===== src/ks_defines.svh =====
// Shared sizing macros for the Kogge-Stone add/subtract unit
// Data width, opcode width and pipeline latency
`ifndef KS_DEFINES_SVH
`define KS_DEFINES_SVH

// Operand and sum width, any power of two from 4 to 64
`define KS_WIDTH 8

// Opcode field width
`define KS_OP_W 3

// Cycles from the in_valid edge to the out_valid edge
// Decode, execute and result stages, one cycle each
`define KS_LATENCY 3

`endif

===== src/ks_pkg.sv =====
// Types for the Kogge-Stone add/subtract unit
// Opcode encoding and the packed result flags
`default_nettype none

`include "ks_defines.svh"

package ks_pkg;

    // Operation codes, 5 to 7 are illegal
    typedef enum logic [`KS_OP_W-1:0] {
        OP_ADD = 3'd0, // a + b
        OP_ADC = 3'd1, // a + b + cin
        OP_SUB = 3'd2, // a - b
        OP_SBC = 3'd3, // a - b with borrow from cin
        OP_CMP = 3'd4  // Subtract, flags only
    } ks_op_e;

    // Result flags, carry in the top bit
    typedef struct packed {
        logic carry;    // Carry out of the top bit
        logic zero;     // Result is all zeros
        logic negative; // Top bit of the result
        logic overflow; // Signed overflow
    } ks_flags_t;

endpackage

`default_nettype wire


===== src/ks_adder_unit.sv =====
// Pipelined add/subtract unit, top level
// Decode, execute and result stages around a Kogge-Stone carry network
`timescale 1ns/1ps
`default_nettype none

`include "ks_defines.svh"

module ks_adder_unit
    import ks_pkg::*;
#(
    parameter int WIDTH = `KS_WIDTH
) (
    input  logic                clk,
    input  logic                rst_n,
    input  logic                in_valid,
    input  logic [`KS_OP_W-1:0] op,
    input  logic [WIDTH-1:0]    a,
    input  logic [WIDTH-1:0]    b,
    input  logic                cin,
    output logic                out_valid,
    output logic [WIDTH-1:0]    sum,
    output ks_flags_t           flags,
    output logic                err
);

    // Decode to execute
    logic             dec_valid;
    logic [WIDTH-1:0] dec_a;
    logic [WIDTH-1:0] dec_b;
    logic             dec_cin;
    logic             dec_no_sum;
    logic             dec_err;

    // Execute to result
    logic             exe_valid;
    logic [WIDTH-1:0] exe_sum;
    logic             exe_c_msb;
    logic             exe_cout;
    logic             exe_no_sum;
    logic             exe_err;

    ks_decode #(.WIDTH(WIDTH)) decode_i (
        .clk, .rst_n, .in_valid, .op, .a, .b, .cin,
        .dec_valid, .dec_a, .dec_b, .dec_cin, .dec_no_sum, .dec_err
    );

    ks_execute #(.WIDTH(WIDTH)) execute_i (
        .clk, .rst_n,
        .dec_valid, .dec_a, .dec_b, .dec_cin, .dec_no_sum, .dec_err,
        .exe_valid, .exe_sum, .exe_c_msb, .exe_cout, .exe_no_sum, .exe_err
    );

    ks_result #(.WIDTH(WIDTH)) result_i (
        .clk, .rst_n,
        .exe_valid, .exe_sum, .exe_c_msb, .exe_cout, .exe_no_sum, .exe_err,
        .out_valid, .sum, .flags, .err
    );

    // Every issue leaves the pipeline a fixed number of cycles later
    a_fixed_latency: assert property (@(posedge clk) disable iff (!rst_n)
        in_valid |-> ##(`KS_LATENCY) out_valid);

endmodule

`default_nettype wire


===== src/ks_result.sv =====
// Result stage of the add/subtract pipeline
// Derives carry, zero, negative and overflow, drops the sum for compares
// and clears sum and flags for illegal opcodes
`timescale 1ns/1ps
`default_nettype none

`include "ks_defines.svh"

module ks_result
    import ks_pkg::*;
#(
    parameter int WIDTH = `KS_WIDTH
) (
    input  logic             clk,
    input  logic             rst_n,
    input  logic             exe_valid,
    input  logic [WIDTH-1:0] exe_sum,
    input  logic             exe_c_msb,
    input  logic             exe_cout,
    input  logic             exe_no_sum,
    input  logic             exe_err,
    output logic             out_valid,
    output logic [WIDTH-1:0] sum,
    output ks_flags_t        flags,
    output logic             err
);

    ks_flags_t flags_c;

    always_comb begin
        flags_c.carry    = exe_cout;
        flags_c.zero     = ~|exe_sum;
        flags_c.negative = exe_sum[WIDTH-1];
        flags_c.overflow = exe_c_msb ^ exe_cout; // Signed overflow
    end

    // Control
    always_ff @(posedge clk) begin
        if (!rst_n) begin
            out_valid <= 1'b0;
            err       <= 1'b0;
        end else begin
            out_valid <= exe_valid;
            if (exe_valid) begin
                err <= exe_err;
            end
        end
    end

    // Outputs, cleared per operation type
    always_ff @(posedge clk) begin
        if (exe_valid) begin
            sum   <= (exe_err || exe_no_sum) ? '0 : exe_sum;
            flags <= exe_err ? '0 : flags_c;
        end
    end

endmodule

`default_nettype wire


===== src/ks_execute.sv =====
// Execute stage of the add/subtract pipeline
// Forms bit generate/propagate, folds in the carry-in, runs the
// Kogge-Stone tree and registers the sum with the top two carries
`timescale 1ns/1ps
`default_nettype none

`include "ks_defines.svh"

module ks_execute #(
    parameter int WIDTH = `KS_WIDTH
) (
    input  logic             clk,
    input  logic             rst_n,
    input  logic             dec_valid,
    input  logic [WIDTH-1:0] dec_a,
    input  logic [WIDTH-1:0] dec_b,
    input  logic             dec_cin,
    input  logic             dec_no_sum,
    input  logic             dec_err,
    output logic             exe_valid,
    output logic [WIDTH-1:0] exe_sum,
    output logic             exe_c_msb,  // Carry into the top bit
    output logic             exe_cout,   // Carry out of the top bit
    output logic             exe_no_sum,
    output logic             exe_err
);

    logic [WIDTH-1:0] half_sum; // a ^ b
    logic [WIDTH-1:0] bit_g;    // a & b
    logic [WIDTH-1:0] bit_p;    // a | b
    logic [WIDTH-1:0] tree_g;   // Bit 0 generate includes cin
    logic [WIDTH-1:0] carry;    // carry[i] is the carry out of bit i
    logic [WIDTH-1:0] sum_c;

    assign half_sum = dec_a ^ dec_b;
    assign bit_g    = dec_a & dec_b;
    assign bit_p    = dec_a | dec_b;

    // Carry-in absorbed into bit 0, so group generate is the real carry
    assign tree_g = {bit_g[WIDTH-1:1], bit_g[0] | (bit_p[0] & dec_cin)};

    ks_prefix_tree #(
        .WIDTH (WIDTH)
    ) prefix_i (
        .g     (tree_g),
        .p     (bit_p),
        .grp_g (carry),
        .grp_p ()        // Not needed once cin is folded in
    );

    // Carry into each bit, cin at the bottom
    assign sum_c = half_sum ^ {carry[WIDTH-2:0], dec_cin};

    always_ff @(posedge clk) begin
        if (!rst_n) begin
            exe_valid <= 1'b0;
        end else begin
            exe_valid <= dec_valid;
        end
    end

    // Payload, no reset
    always_ff @(posedge clk) begin
        if (dec_valid) begin
            exe_sum    <= sum_c;
            exe_c_msb  <= carry[WIDTH-2];
            exe_cout   <= carry[WIDTH-1];
            exe_no_sum <= dec_no_sum;
            exe_err    <= dec_err;
        end
    end

    // Pipeline still empty in the first cycle after reset releases
    a_empty_after_reset: assert property (@(posedge clk)
        $rose(rst_n) |=> !exe_valid);

endmodule

`default_nettype wire


===== src/ks_decode.sv =====
// Decode stage of the add/subtract pipeline
// Classifies the opcode, inverts b for subtracts, picks the carry-in
// and flags compares and illegal codes, all registered
`timescale 1ns/1ps
`default_nettype none

`include "ks_defines.svh"

module ks_decode
    import ks_pkg::*;
#(
    parameter int WIDTH = `KS_WIDTH
) (
    input  logic               clk,
    input  logic               rst_n,
    input  logic               in_valid,   // One-cycle issue strobe
    input  logic [`KS_OP_W-1:0] op,
    input  logic [WIDTH-1:0]   a,
    input  logic [WIDTH-1:0]   b,
    input  logic               cin,        // External carry-in
    output logic               dec_valid,
    output logic [WIDTH-1:0]   dec_a,
    output logic [WIDTH-1:0]   dec_b,      // Inverted for subtracts
    output logic               dec_cin,
    output logic               dec_no_sum, // Compare, sum is dropped later
    output logic               dec_err     // Illegal opcode
);

    ks_op_e op_e;
    logic   is_sub;    // Subtract family
    logic   cin_sel;   // Carry-in for this operation
    logic   no_sum;
    logic   illegal;

    assign op_e = ks_op_e'(op);

    // Opcode classification
    always_comb begin
        is_sub  = 1'b0;
        cin_sel = 1'b0;
        no_sum  = 1'b0;
        illegal = 1'b0;
        case (op_e)
            OP_ADD: cin_sel = 1'b0;
            OP_ADC: cin_sel = cin;       // Carry from the port
            OP_SUB: begin
                is_sub  = 1'b1;
                cin_sel = 1'b1;          // Two's complement +1
            end
            OP_SBC: begin
                is_sub  = 1'b1;
                cin_sel = cin;           // Borrow from the port
            end
            OP_CMP: begin
                is_sub  = 1'b1;
                cin_sel = 1'b1;
                no_sum  = 1'b1;          // Flags only
            end
            default: illegal = 1'b1;     // Codes 5 to 7
        endcase
    end

    // Valid bit
    always_ff @(posedge clk) begin
        if (!rst_n) begin
            dec_valid <= 1'b0;
        end else begin
            dec_valid <= in_valid;
        end
    end

    // Payload, loaded only on issue
    always_ff @(posedge clk) begin
        if (in_valid) begin
            dec_a      <= a;
            dec_b      <= is_sub ? ~b : b;
            dec_cin    <= cin_sel;
            dec_no_sum <= no_sum;
            dec_err    <= illegal;
        end
    end

    // An issued opcode must be a known value
    a_op_known: assert property (@(posedge clk) disable iff (!rst_n)
        in_valid |-> !$isunknown(op));

endmodule

`default_nettype wire


===== src/ks_prefix_tree.sv =====
// Kogge-Stone parallel-prefix network
// Combines bit generate/propagate into group terms from bit 0 to each bit
// over log2(WIDTH) levels of doubling span
`timescale 1ns/1ps
`default_nettype none

`include "ks_defines.svh"

module ks_prefix_tree #(
    parameter int WIDTH = `KS_WIDTH
) (
    input  logic [WIDTH-1:0] g,     // Bit generate
    input  logic [WIDTH-1:0] p,     // Bit propagate
    output logic [WIDTH-1:0] grp_g, // Group generate, bits 0..i
    output logic [WIDTH-1:0] grp_p  // Group propagate, bits 0..i
);

    localparam int LEVELS = $clog2(WIDTH);

    // Level k holds terms spanning 2**k bits ending at each position
    logic [LEVELS:0][WIDTH-1:0] lvl_g;
    logic [LEVELS:0][WIDTH-1:0] lvl_p;

    assign lvl_g[0] = g;
    assign lvl_p[0] = p;

    for (genvar k = 1; k <= LEVELS; k++) begin : gen_level
        localparam int SPAN = 1 << (k - 1); // 1, 2, 4 ...

        for (genvar i = 0; i < WIDTH; i++) begin : gen_bit
            if (i >= SPAN) begin : gen_black
                // Merge with the group SPAN bits below
                assign lvl_g[k][i] = lvl_g[k-1][i] | (lvl_p[k-1][i] & lvl_g[k-1][i-SPAN]);
                assign lvl_p[k][i] = lvl_p[k-1][i] & lvl_p[k-1][i-SPAN];
            end else begin : gen_pass
                // Already reaches bit 0
                assign lvl_g[k][i] = lvl_g[k-1][i];
                assign lvl_p[k][i] = lvl_p[k-1][i];
            end
        end
    end

    assign grp_g = lvl_g[LEVELS];
    assign grp_p = lvl_p[LEVELS];

endmodule

`default_nettype wire


===== config.mk =====
export PLATFORM = sky130hd
export DESIGN_NAME = ks_adder_unit
export DESIGN_NICKNAME = d
export VERILOG_FILES = /design/src/ks_pkg.sv /design/src/ks_adder_unit.sv /design/src/ks_result.sv /design/src/ks_execute.sv /design/src/ks_decode.sv /design/src/ks_prefix_tree.sv
export VERILOG_INCLUDE_DIRS = /design/src
export SDC_FILE = /design/constraint.sdc
export NUM_CORES = 1
export LEC_CHECK = 0
export BUFFER_PORTS_ARGS = -buffer_cell sky130_fd_sc_hd__buf_2
export CAP_MARGIN = 40
export CORE_MARGIN = 2
export CORE_UTILIZATION = 55
export DETAILED_ROUTE_END_ITERATION = 10
export PLACE_DENSITY = 0.77
export SLEW_MARGIN = 30
export SYNTH_ARGS = -nofsm -noshare
export SYNTH_HDL_FRONTEND = slang
export SYNTH_SLANG_ARGS = --single-unit

===== constraint.sdc =====
create_clock -name clk -period 2.83 [get_ports clk]
set_clock_uncertainty 0.05 [all_clocks]
set_input_delay 0.566 -clock clk [delete_from_list [all_inputs] [get_ports clk]]
set_output_delay 0.566 -clock clk [all_outputs]
set_load 0.01 [all_outputs]

Yosys cells after proc, flatten, opt, wreduce, memory -nomap -nowiden. Cells that the tools add are included.

Output and inout port bits: 14. Word-level logic and storage cells: 88. Input port bits: 23. Flip-flop bits (word level): 47.

Mux-type cells: 5. Bitwise logic cells: 52. Equality and inequality tests: 4. Reduce and logical (&&, ||, !) cells: 8.

Operator list (count): 1-bit bitwise AND (28); 1-bit OR (18); 8-bit XOR (2); 8-bit bitwise AND (1); 8-bit 2-to-1 mux (1); 8-bit inverter (1); 8-bit OR (1); 8-bit OR reduction (1); 3-bit by 2-bit equality test with 1-bit output (second input constant) (2); 5-bit OR reduction (1); 2-bit OR reduction (2); 3-bit by 1-bit equality test with 1-bit output (second input constant) (1); 3-bit equality test (second input constant) (1); 3-bit logical NOT (1); 1-bit 2-to-1 mux (3); 3-bit OR reduction (1); 1-bit one-hot mux with 2 select lines (1); 1-bit logical NOT (1); 1-bit logical OR (1); 1-bit XOR (1).

Logic depth before layout (Yosys ltp). Gate-level depths: netlist of run 1.

Depth in word-level cells: 9. Gate-level depth with buffers: 7. Gate-level depth less buffers: 7.

Cells and area by module. Synthesis of run 1 repeated with hierarchy kept, for this count alone.

Cells, all modules: 159. Area, all modules: 2184.6 µm².

Modules (own cells, without submodules): ks_execute (sequential area each 380.4 µm², area an instance 745.7 µm², times used 1, cells an instance 61); ks_decode (sequential area each 590.6 µm², area an instance 724.4 µm², times used 1, cells an instance 36); ks_result (sequential area each 400.4 µm², area an instance 533.0 µm², times used 1, cells an instance 33); ks_prefix_tree (sequential area each 0.0 µm², area an instance 181.4 µm², times used 1, cells an instance 29).

Worst setup path after synthesis of run 1. OpenSTA, ideal clock, no wires.

Path type: reg-to-reg. From: register decode_i.dec_a[0]. To: register execute_i.exe_sum[6], data pin. Buffers on the path: 0. Stages on the path, launching flop included: 8. Data required time: 2.515 ns. Library setup time: 0.265 ns. Clock period less this slack: 1.930 ns. Data arrival time: 1.615 ns. Path slack: 0.900 ns. Cells stage by stage: edfxtp_1 -> fa_1 -> inv_1 -> fa_1 -> o21bai_1 -> a211oi_1 -> o21ai_0 -> xor2_1.

Longest elaborated chain between the ends: 8. Elaborated cells on any way between the ends: 9. Classes of those cells: bitwise: 9.

RTL lines: from (decl) (line ks_decode.sv:22) `output logic [WIDTH-1:0] dec_a,`; from (signal assigned) (line ks_decode.sv:75) `dec_a <= a;`; 8-bit OR (line ks_execute.sv:37) `assign bit_p = dec_a | dec_b;`; 1-bit bitwise AND (line ks_execute.sv:40) `assign tree_g = {bit_g[WIDTH-1:1], bit_g[0] | (bit_p[0] & dec_cin)};`; 1-bit OR * (line ks_execute.sv:40); 1-bit bitwise AND * (line ks_prefix_tree.sv:33) `assign lvl_g[k][i] = lvl_g[k-1][i] | (lvl_p[k-1][i] & lvl_g[k-1][i-SPAN]);`; 1-bit OR * (line ks_prefix_tree.sv:33); 1-bit bitwise AND * (line ks_prefix_tree.sv:33); 1-bit OR * (line ks_prefix_tree.sv:33); 8-bit XOR * (line ks_execute.sv:52) `assign sum_c = half_sum ^ {carry[WIDTH-2:0], dec_cin};`; net execute_i.sum_c[6] (line ks_execute.sv:33) `logic [WIDTH-1:0] sum_c;`; to (signal assigned) (line ks_execute.sv:65) `exe_sum <= sum_c;`; to (decl) (line ks_execute.sv:21) `output logic [WIDTH-1:0] exe_sum,`.

The timed path passes the listed nets; every way through them passes the cells marked *. A chain may end at the register's enable or synchronous reset.

Final worst setup path of run 1. Ends and elaborated chain as after synthesis.

==> flow_summary.ini, run 1 <==
[cts]
cts.path.max_buffers = 2
postCtsSetupBuffers = 0
insertion_delay_ps = 300
cts_buffers = 5
cts_hold_buf = 0
clkSinkCount = 47
ctsResizeCount = 0
cts_tree = done
clkTransAtPathRegs_ps = 90
cts_root_buffer = clkbuf_8
htreeDepth = 2

[yosys]
yosysMostFrequentCell = edfxtp_1
synthSimpleGateAreaFrac = 0.0912
yosys.area.top_type = edfxtp_1
synth.cell_area_mm2 = 0.00210
seq_area_frac_synth = 0.653
syn_inst = 146
synthAdderAreaFrac = 0.103
ys_async_sr_fraction = 0
muxShareOfSynthArea = 0.00954
yosys-top-cells-area = edfxtp_1, ha_1, xnor2_1
yosys_warnings = 0
post_synth.cell_area_avg_um2 = 14.4
synth-compound-area-share = 0.0453
synth_edf_count = 43
netlist-cell-type-count = 26
netlist.area_leader.share = 0.615
synthXorXnorAreaFrac = 0.0626
synth_top_family_by_area = adder cells
ys_ff_latch = 47
netlist_top_cells_count = edfxtp_1, inv_1, ha_1
synth_ff_type = edfxtp_1
syn_nets = 185

[job]
drv_cap = 0

[sta]
slew_headroom = 0.647
setup_violations = 0
rsz0062_at_grt = false
fin_crit_sh = 0.740
worstMarginPinSlew_ps = 529
fmax_mhz = 478
fin_crit_ps = 2090
hold_viol_final = 0
finalMaxSlewViolations = 0
fin_setup_tns_ps = 0
fin_hold_ws_ps = 390
worst_slack_ps = 737

[critical_path]
cp_slowest_cell = fa_1
cp_top_family = adder cells
path_max_fanout = 2
crit_top_cell = fa_1
reg2reg_from = decode_i.dec_a[0]
reg2reg_depth = 7
crit_path_end_kind = flop
max_stage_delay_ps = 460
crit_type = flop to flop
start_kind = flop
reg2reg_slack_ps = 740
cp_cell_sequence = fa_1, inv_1, fa_1, o21bai_1, a211oi_1, o21ai_0, xor2_1
r2r-end = execute_i.exe_sum[6]
required_ps = 2830
crit_start = decode_i.dec_a[0]
crit_buf_inv = 1
cp.arrival_ps = 2090

[final_layout]
instances_no_fill = 238
nNetsFinal = 228
final_cell_area_mm2 = 0.00245
n_antenna_cell = 0
drive_above_1_share = 0.247
fill_cells = 264
area_growth_pct = 16.8

[routing]
totalWireLength_um = 2640
drt_iter0_markers = 63
drc = 0
viasPerCell = 4.71
drtPass1Iterations = 3
wl_per_cell_um = 11.1
via_count = 1120
ant_nets = 0

[global_routing]
grt_overflow = 0
antenna_found_initial = 0
grtUsageTotal = 0.149
grt_max_degree = 21
grt_pass1_vias = 1151
grt_pass1_wl_um = 4710

[die]
initial_core_util = 0.573
fp.dieW_um = 65.8
pin_count = 37
dieHeight_um = 65.8
coreArea_mm2 = 0.00366
fp-row-count = 22
dieArea_mm2 = 0.00433

[placement]
place_ws_ps = 720
gp_congestion = 0.792
placed_cells = 230
dp_hpwl_um = 2070
numPortBuffers = 36
place_area_mm2 = 0.00234

[pwr]
ir_drop_uv = 373
power_density_mw_per_mm2 = 627
p_leak_nw = 1.05

[hold_path]
min_from = a[5]
hp-class = primary input to flop
hold_depth = 1
worstHoldEndpoint = decode_i.dec_a[5]

[status]
outcome = completed
[logic make-up (layout without fill, tap and decap cells)]
logic type	Yosys count	count (layout)
flip-flops	47	47
AND/OR/NAND/NOR	33	33
buffers and inverters	20	64
adder cells (fa/ha/maj)	16	16
XOR/XNOR	15	15
AO/OA/AOI/OAI	13	13
multiplexers	2	2
[registers in the layout, indices dropped and copies added (netlist names)]
signal	cells
decode_i.dec_a	8
decode_i.dec_b	8
decode_i.dec_cin	1
decode_i.dec_err	1
decode_i.dec_no_sum	1
decode_i.dec_valid	1
execute_i.exe_c_msb	1
execute_i.exe_cout	1
execute_i.exe_err	1
execute_i.exe_no_sum	1
execute_i.exe_sum	8
execute_i.exe_valid	1
result_i.err	1
result_i.flags	4
result_i.out_valid	1
result_i.sum	8
[cell type report]
cell class	count	area (um^2)	area share
sequential	47	1370	0.559
multi-input combinational	79	653	0.266
timing repair buffer	36	180	0.0735
inverter	20	75.1	0.0306
clock buffer	5	68.8	0.0281
tap	48	60.1	0.0245
clock inverter	3	43.8	0.0179
[through the flow]
| stage | power, mW | utilization |
|---|---|---|
| floorplan | 1.01 | - |
| global placement | 1.06 | 0.639 |
| detailed placement | 1.08 | 0.639 |
| CTS | 1.55 | 0.670 |
| global route | 1.63 | 0.670 |
| finish | 1.54 | 0.670 |
[cell usage in the layout (no fill, tap or decap), drive strengths merged]
cell type | synthesis | layout
nor4 | 3 | 3
o21bai | 3 | 3
nor2 | 8 | 8
nor3 | 2 | 2
xor2 | 4 | 4
xnor2 | 11 | 11
o21ai | 2 | 2
nand2 | 2 | 2
buf | 0 | 36
o211ai | 1 | 1
nor2b | 4 | 4
clkinv | 0 | 2
nand2b | 1 | 1
clkbuf | 0 | 5
a2bb2oi | 1 | 1
and2 | 11 | 11
o21a | 1 | 1
dfxtp | 4 | 4
bufinv | 0 | 1
ha | 14 | 14
a21oi | 4 | 4
mux2i | 2 | 2
inv | 20 | 20
edfxtp | 43 | 43
and2b | 1 | 1
or2 | 1 | 1
a211oi | 1 | 1
fa | 2 | 2
[report_power, final]
group	internal, mW	total [mW]	leakage, nW	switching, mW
clock	0.263	0.479	0.0581	0.216
combinational	0.0949	0.191	0.533	0.0965
sequential	0.836	0.867	0.464	0.0311
total	1.19	1.54	1.05	0.344
[layer usage]
metal / GRT usage / routed length (um) / part of all wire
met1: 0.152 / 1030 / 0.39
met2: 0.271 / 1360 / 0.52
met3: 0.0562 / 181 / 0.069
met4: 0.0625 / 61 / 0.023
met5: 0 / 0 / 0
[worst max-delay path by stage]
stage,to,slack [ps],depth (start not counted)
5_1_grt,execute_i.exe_sum[6],610,7
6_report,execute_i.exe_sum[6],740,7
4_1_cts,execute_i.exe_sum[6],720,7
2_1_floorplan,execute_i.exe_sum[6],900,7
3_5_place_dp,execute_i.exe_sum[6],720,7
3_3_place_gp,execute_i.exe_sum[6],830,7
(Power assumes the default switching activity.)
==> run 2: changes to the inputs <==
- clock period: 2.83 -> 2.1 ns (I/O delays scaled with it)
==> flow_summary.ini, run 2 (same netlist as run 1, synthesis figures left out) <==
[cts]
cts_tree = done
cts.path.max_buffers = 2
cts_hold_buf = 0
cts_buffers = 5
htreeDepth = 2
clkTransAtPathRegs_ps = 80
clkSinkCount = 47
insertion_delay_ps = 300
cts_root_buffer = clkbuf_8
postCtsSetupBuffers = 0

[sta]
fin_crit_ps = 2000
worstMarginPinSlew_ps = 534
fmax_mhz = 501
worst_slack_ps = 103
fin_crit_sh = 0.951
hold_viol_final = 0
slew_headroom = 0.643
fin_setup_tns_ps = 0
setup_violations = 0
rsz0062_at_grt = false
finalMaxSlewViolations = 0

[routing]
drtPass1Iterations = 3
drt_iter0_markers = 82
wl_per_cell_um = 11.2
ant_nets = 0
totalWireLength_um = 2670
viasPerCell = 4.76
via_count = 1132
drc = 0

[final_layout]
final_util = 0.673
seq_area_mm2 = 0.00137
nNetsFinal = 228
final_cell_mix = edfxtp_1, buf_2, inv_1
area_growth_pct = 17.3
fill_cells = 263
n_antenna_cell = 0
final_common_cell = edfxtp_1
drive_above_1_share = 0.263
final_cell_area_mm2 = 0.00246
multi_input_comb_area_um2 = 663

[die]
pin_count = 37
dieArea_mm2 = 0.00433
initial_core_util = 0.573
fp.dieW_um = 65.8
coreArea_mm2 = 0.00366
fp-row-count = 22
dieHeight_um = 65.8

[placement]
numPortBuffers = 36
place_area_mm2 = 0.00234
dp_hpwl_um = 2070
gp_congestion = 0.792
place_ws_ps = -10.2

[critical_path]
cp.arrival_ps = 2000
required_ps = 2100
path_max_fanout = 2
crit_type = flop to flop
crit_path_end_kind = flop
start_kind = flop

[global_routing]
grtUsageTotal = 0.151
grt_overflow = 0
grt_pass1_wl_um = 4750
grt_max_degree = 21
antenna_found_initial = 0
grt_pass1_vias = 1162

[pwr]
power_density_mw_per_mm2 = 845
p_leak_nw = 1.05
ir_drop_uv = 505
p_total_mw = 2.08

[status]
outcome = completed

[hold_path]
hp-class = primary input to flop

[job]
drv_cap = 0
## run 2: path summary, 6_finish.rpt
| check | start | to | slack, ps | depth (start not counted) |
|---|---|---|---|---|
| worst max-delay path | decode_i.dec_a[0] | execute_i.exe_sum[6] | 100 | 7 |
| worst min register to register | decode_i.dec_no_sum | execute_i.exe_no_sum | 400 | 0 |
| worst max register to register | decode_i.dec_a[0] | execute_i.exe_sum[6] | 100 | 7 |
| worst min-delay path | a[5] | decode_i.dec_a[5] | 240 | 1 |
## run 2: where the power goes
part | switching (mW) | internal (mW)
clock | 0.293 | 0.354
sequential | 0.0424 | 1.13
combinational | 0.133 | 0.131
## run 2: layer usage
metal,up-vias,GRT usage,part of all wire
met5,-,0,0
met4,0,0.0625,0.023
met3,7,0.0562,0.065
met2,38,0.274,0.52
met1,505,0.153,0.39
li1,582,-,-
## run 2: area by class of cell
cell class | instances | share of cell area
Multi-Input combinational cell | 79 | 0.269
Sequential cell | 47 | 0.557
Tap cell | 48 | 0.0244
Timing Repair Buffer | 36 | 0.0732
Clock buffer | 5 | 0.0279
Inverter | 20 | 0.0305
Clock inverter | 3 | 0.0178
## run 2: stage by stage
stage,cells,hold WS [ps]
final,238,243
after detailed placement,230,381
after global placement,230,386
after CTS,238,236
after floorplan,146,350
after global routing,238,229
## run 2: repair_timing
item	4_1_cts	5_1_grt
resized for setup	1	3
pin swaps	0	1
setup endpoints to repair	1	1
## run 2: critical path, cell delays in order (launching register included)
cell and delay [ps]:
edfxtp_1 410, fa_2 410, inv_1 80, fa_2 200
o21bai_1 90, a211oi_2 260, o21ai_1 110, xor2_1 150
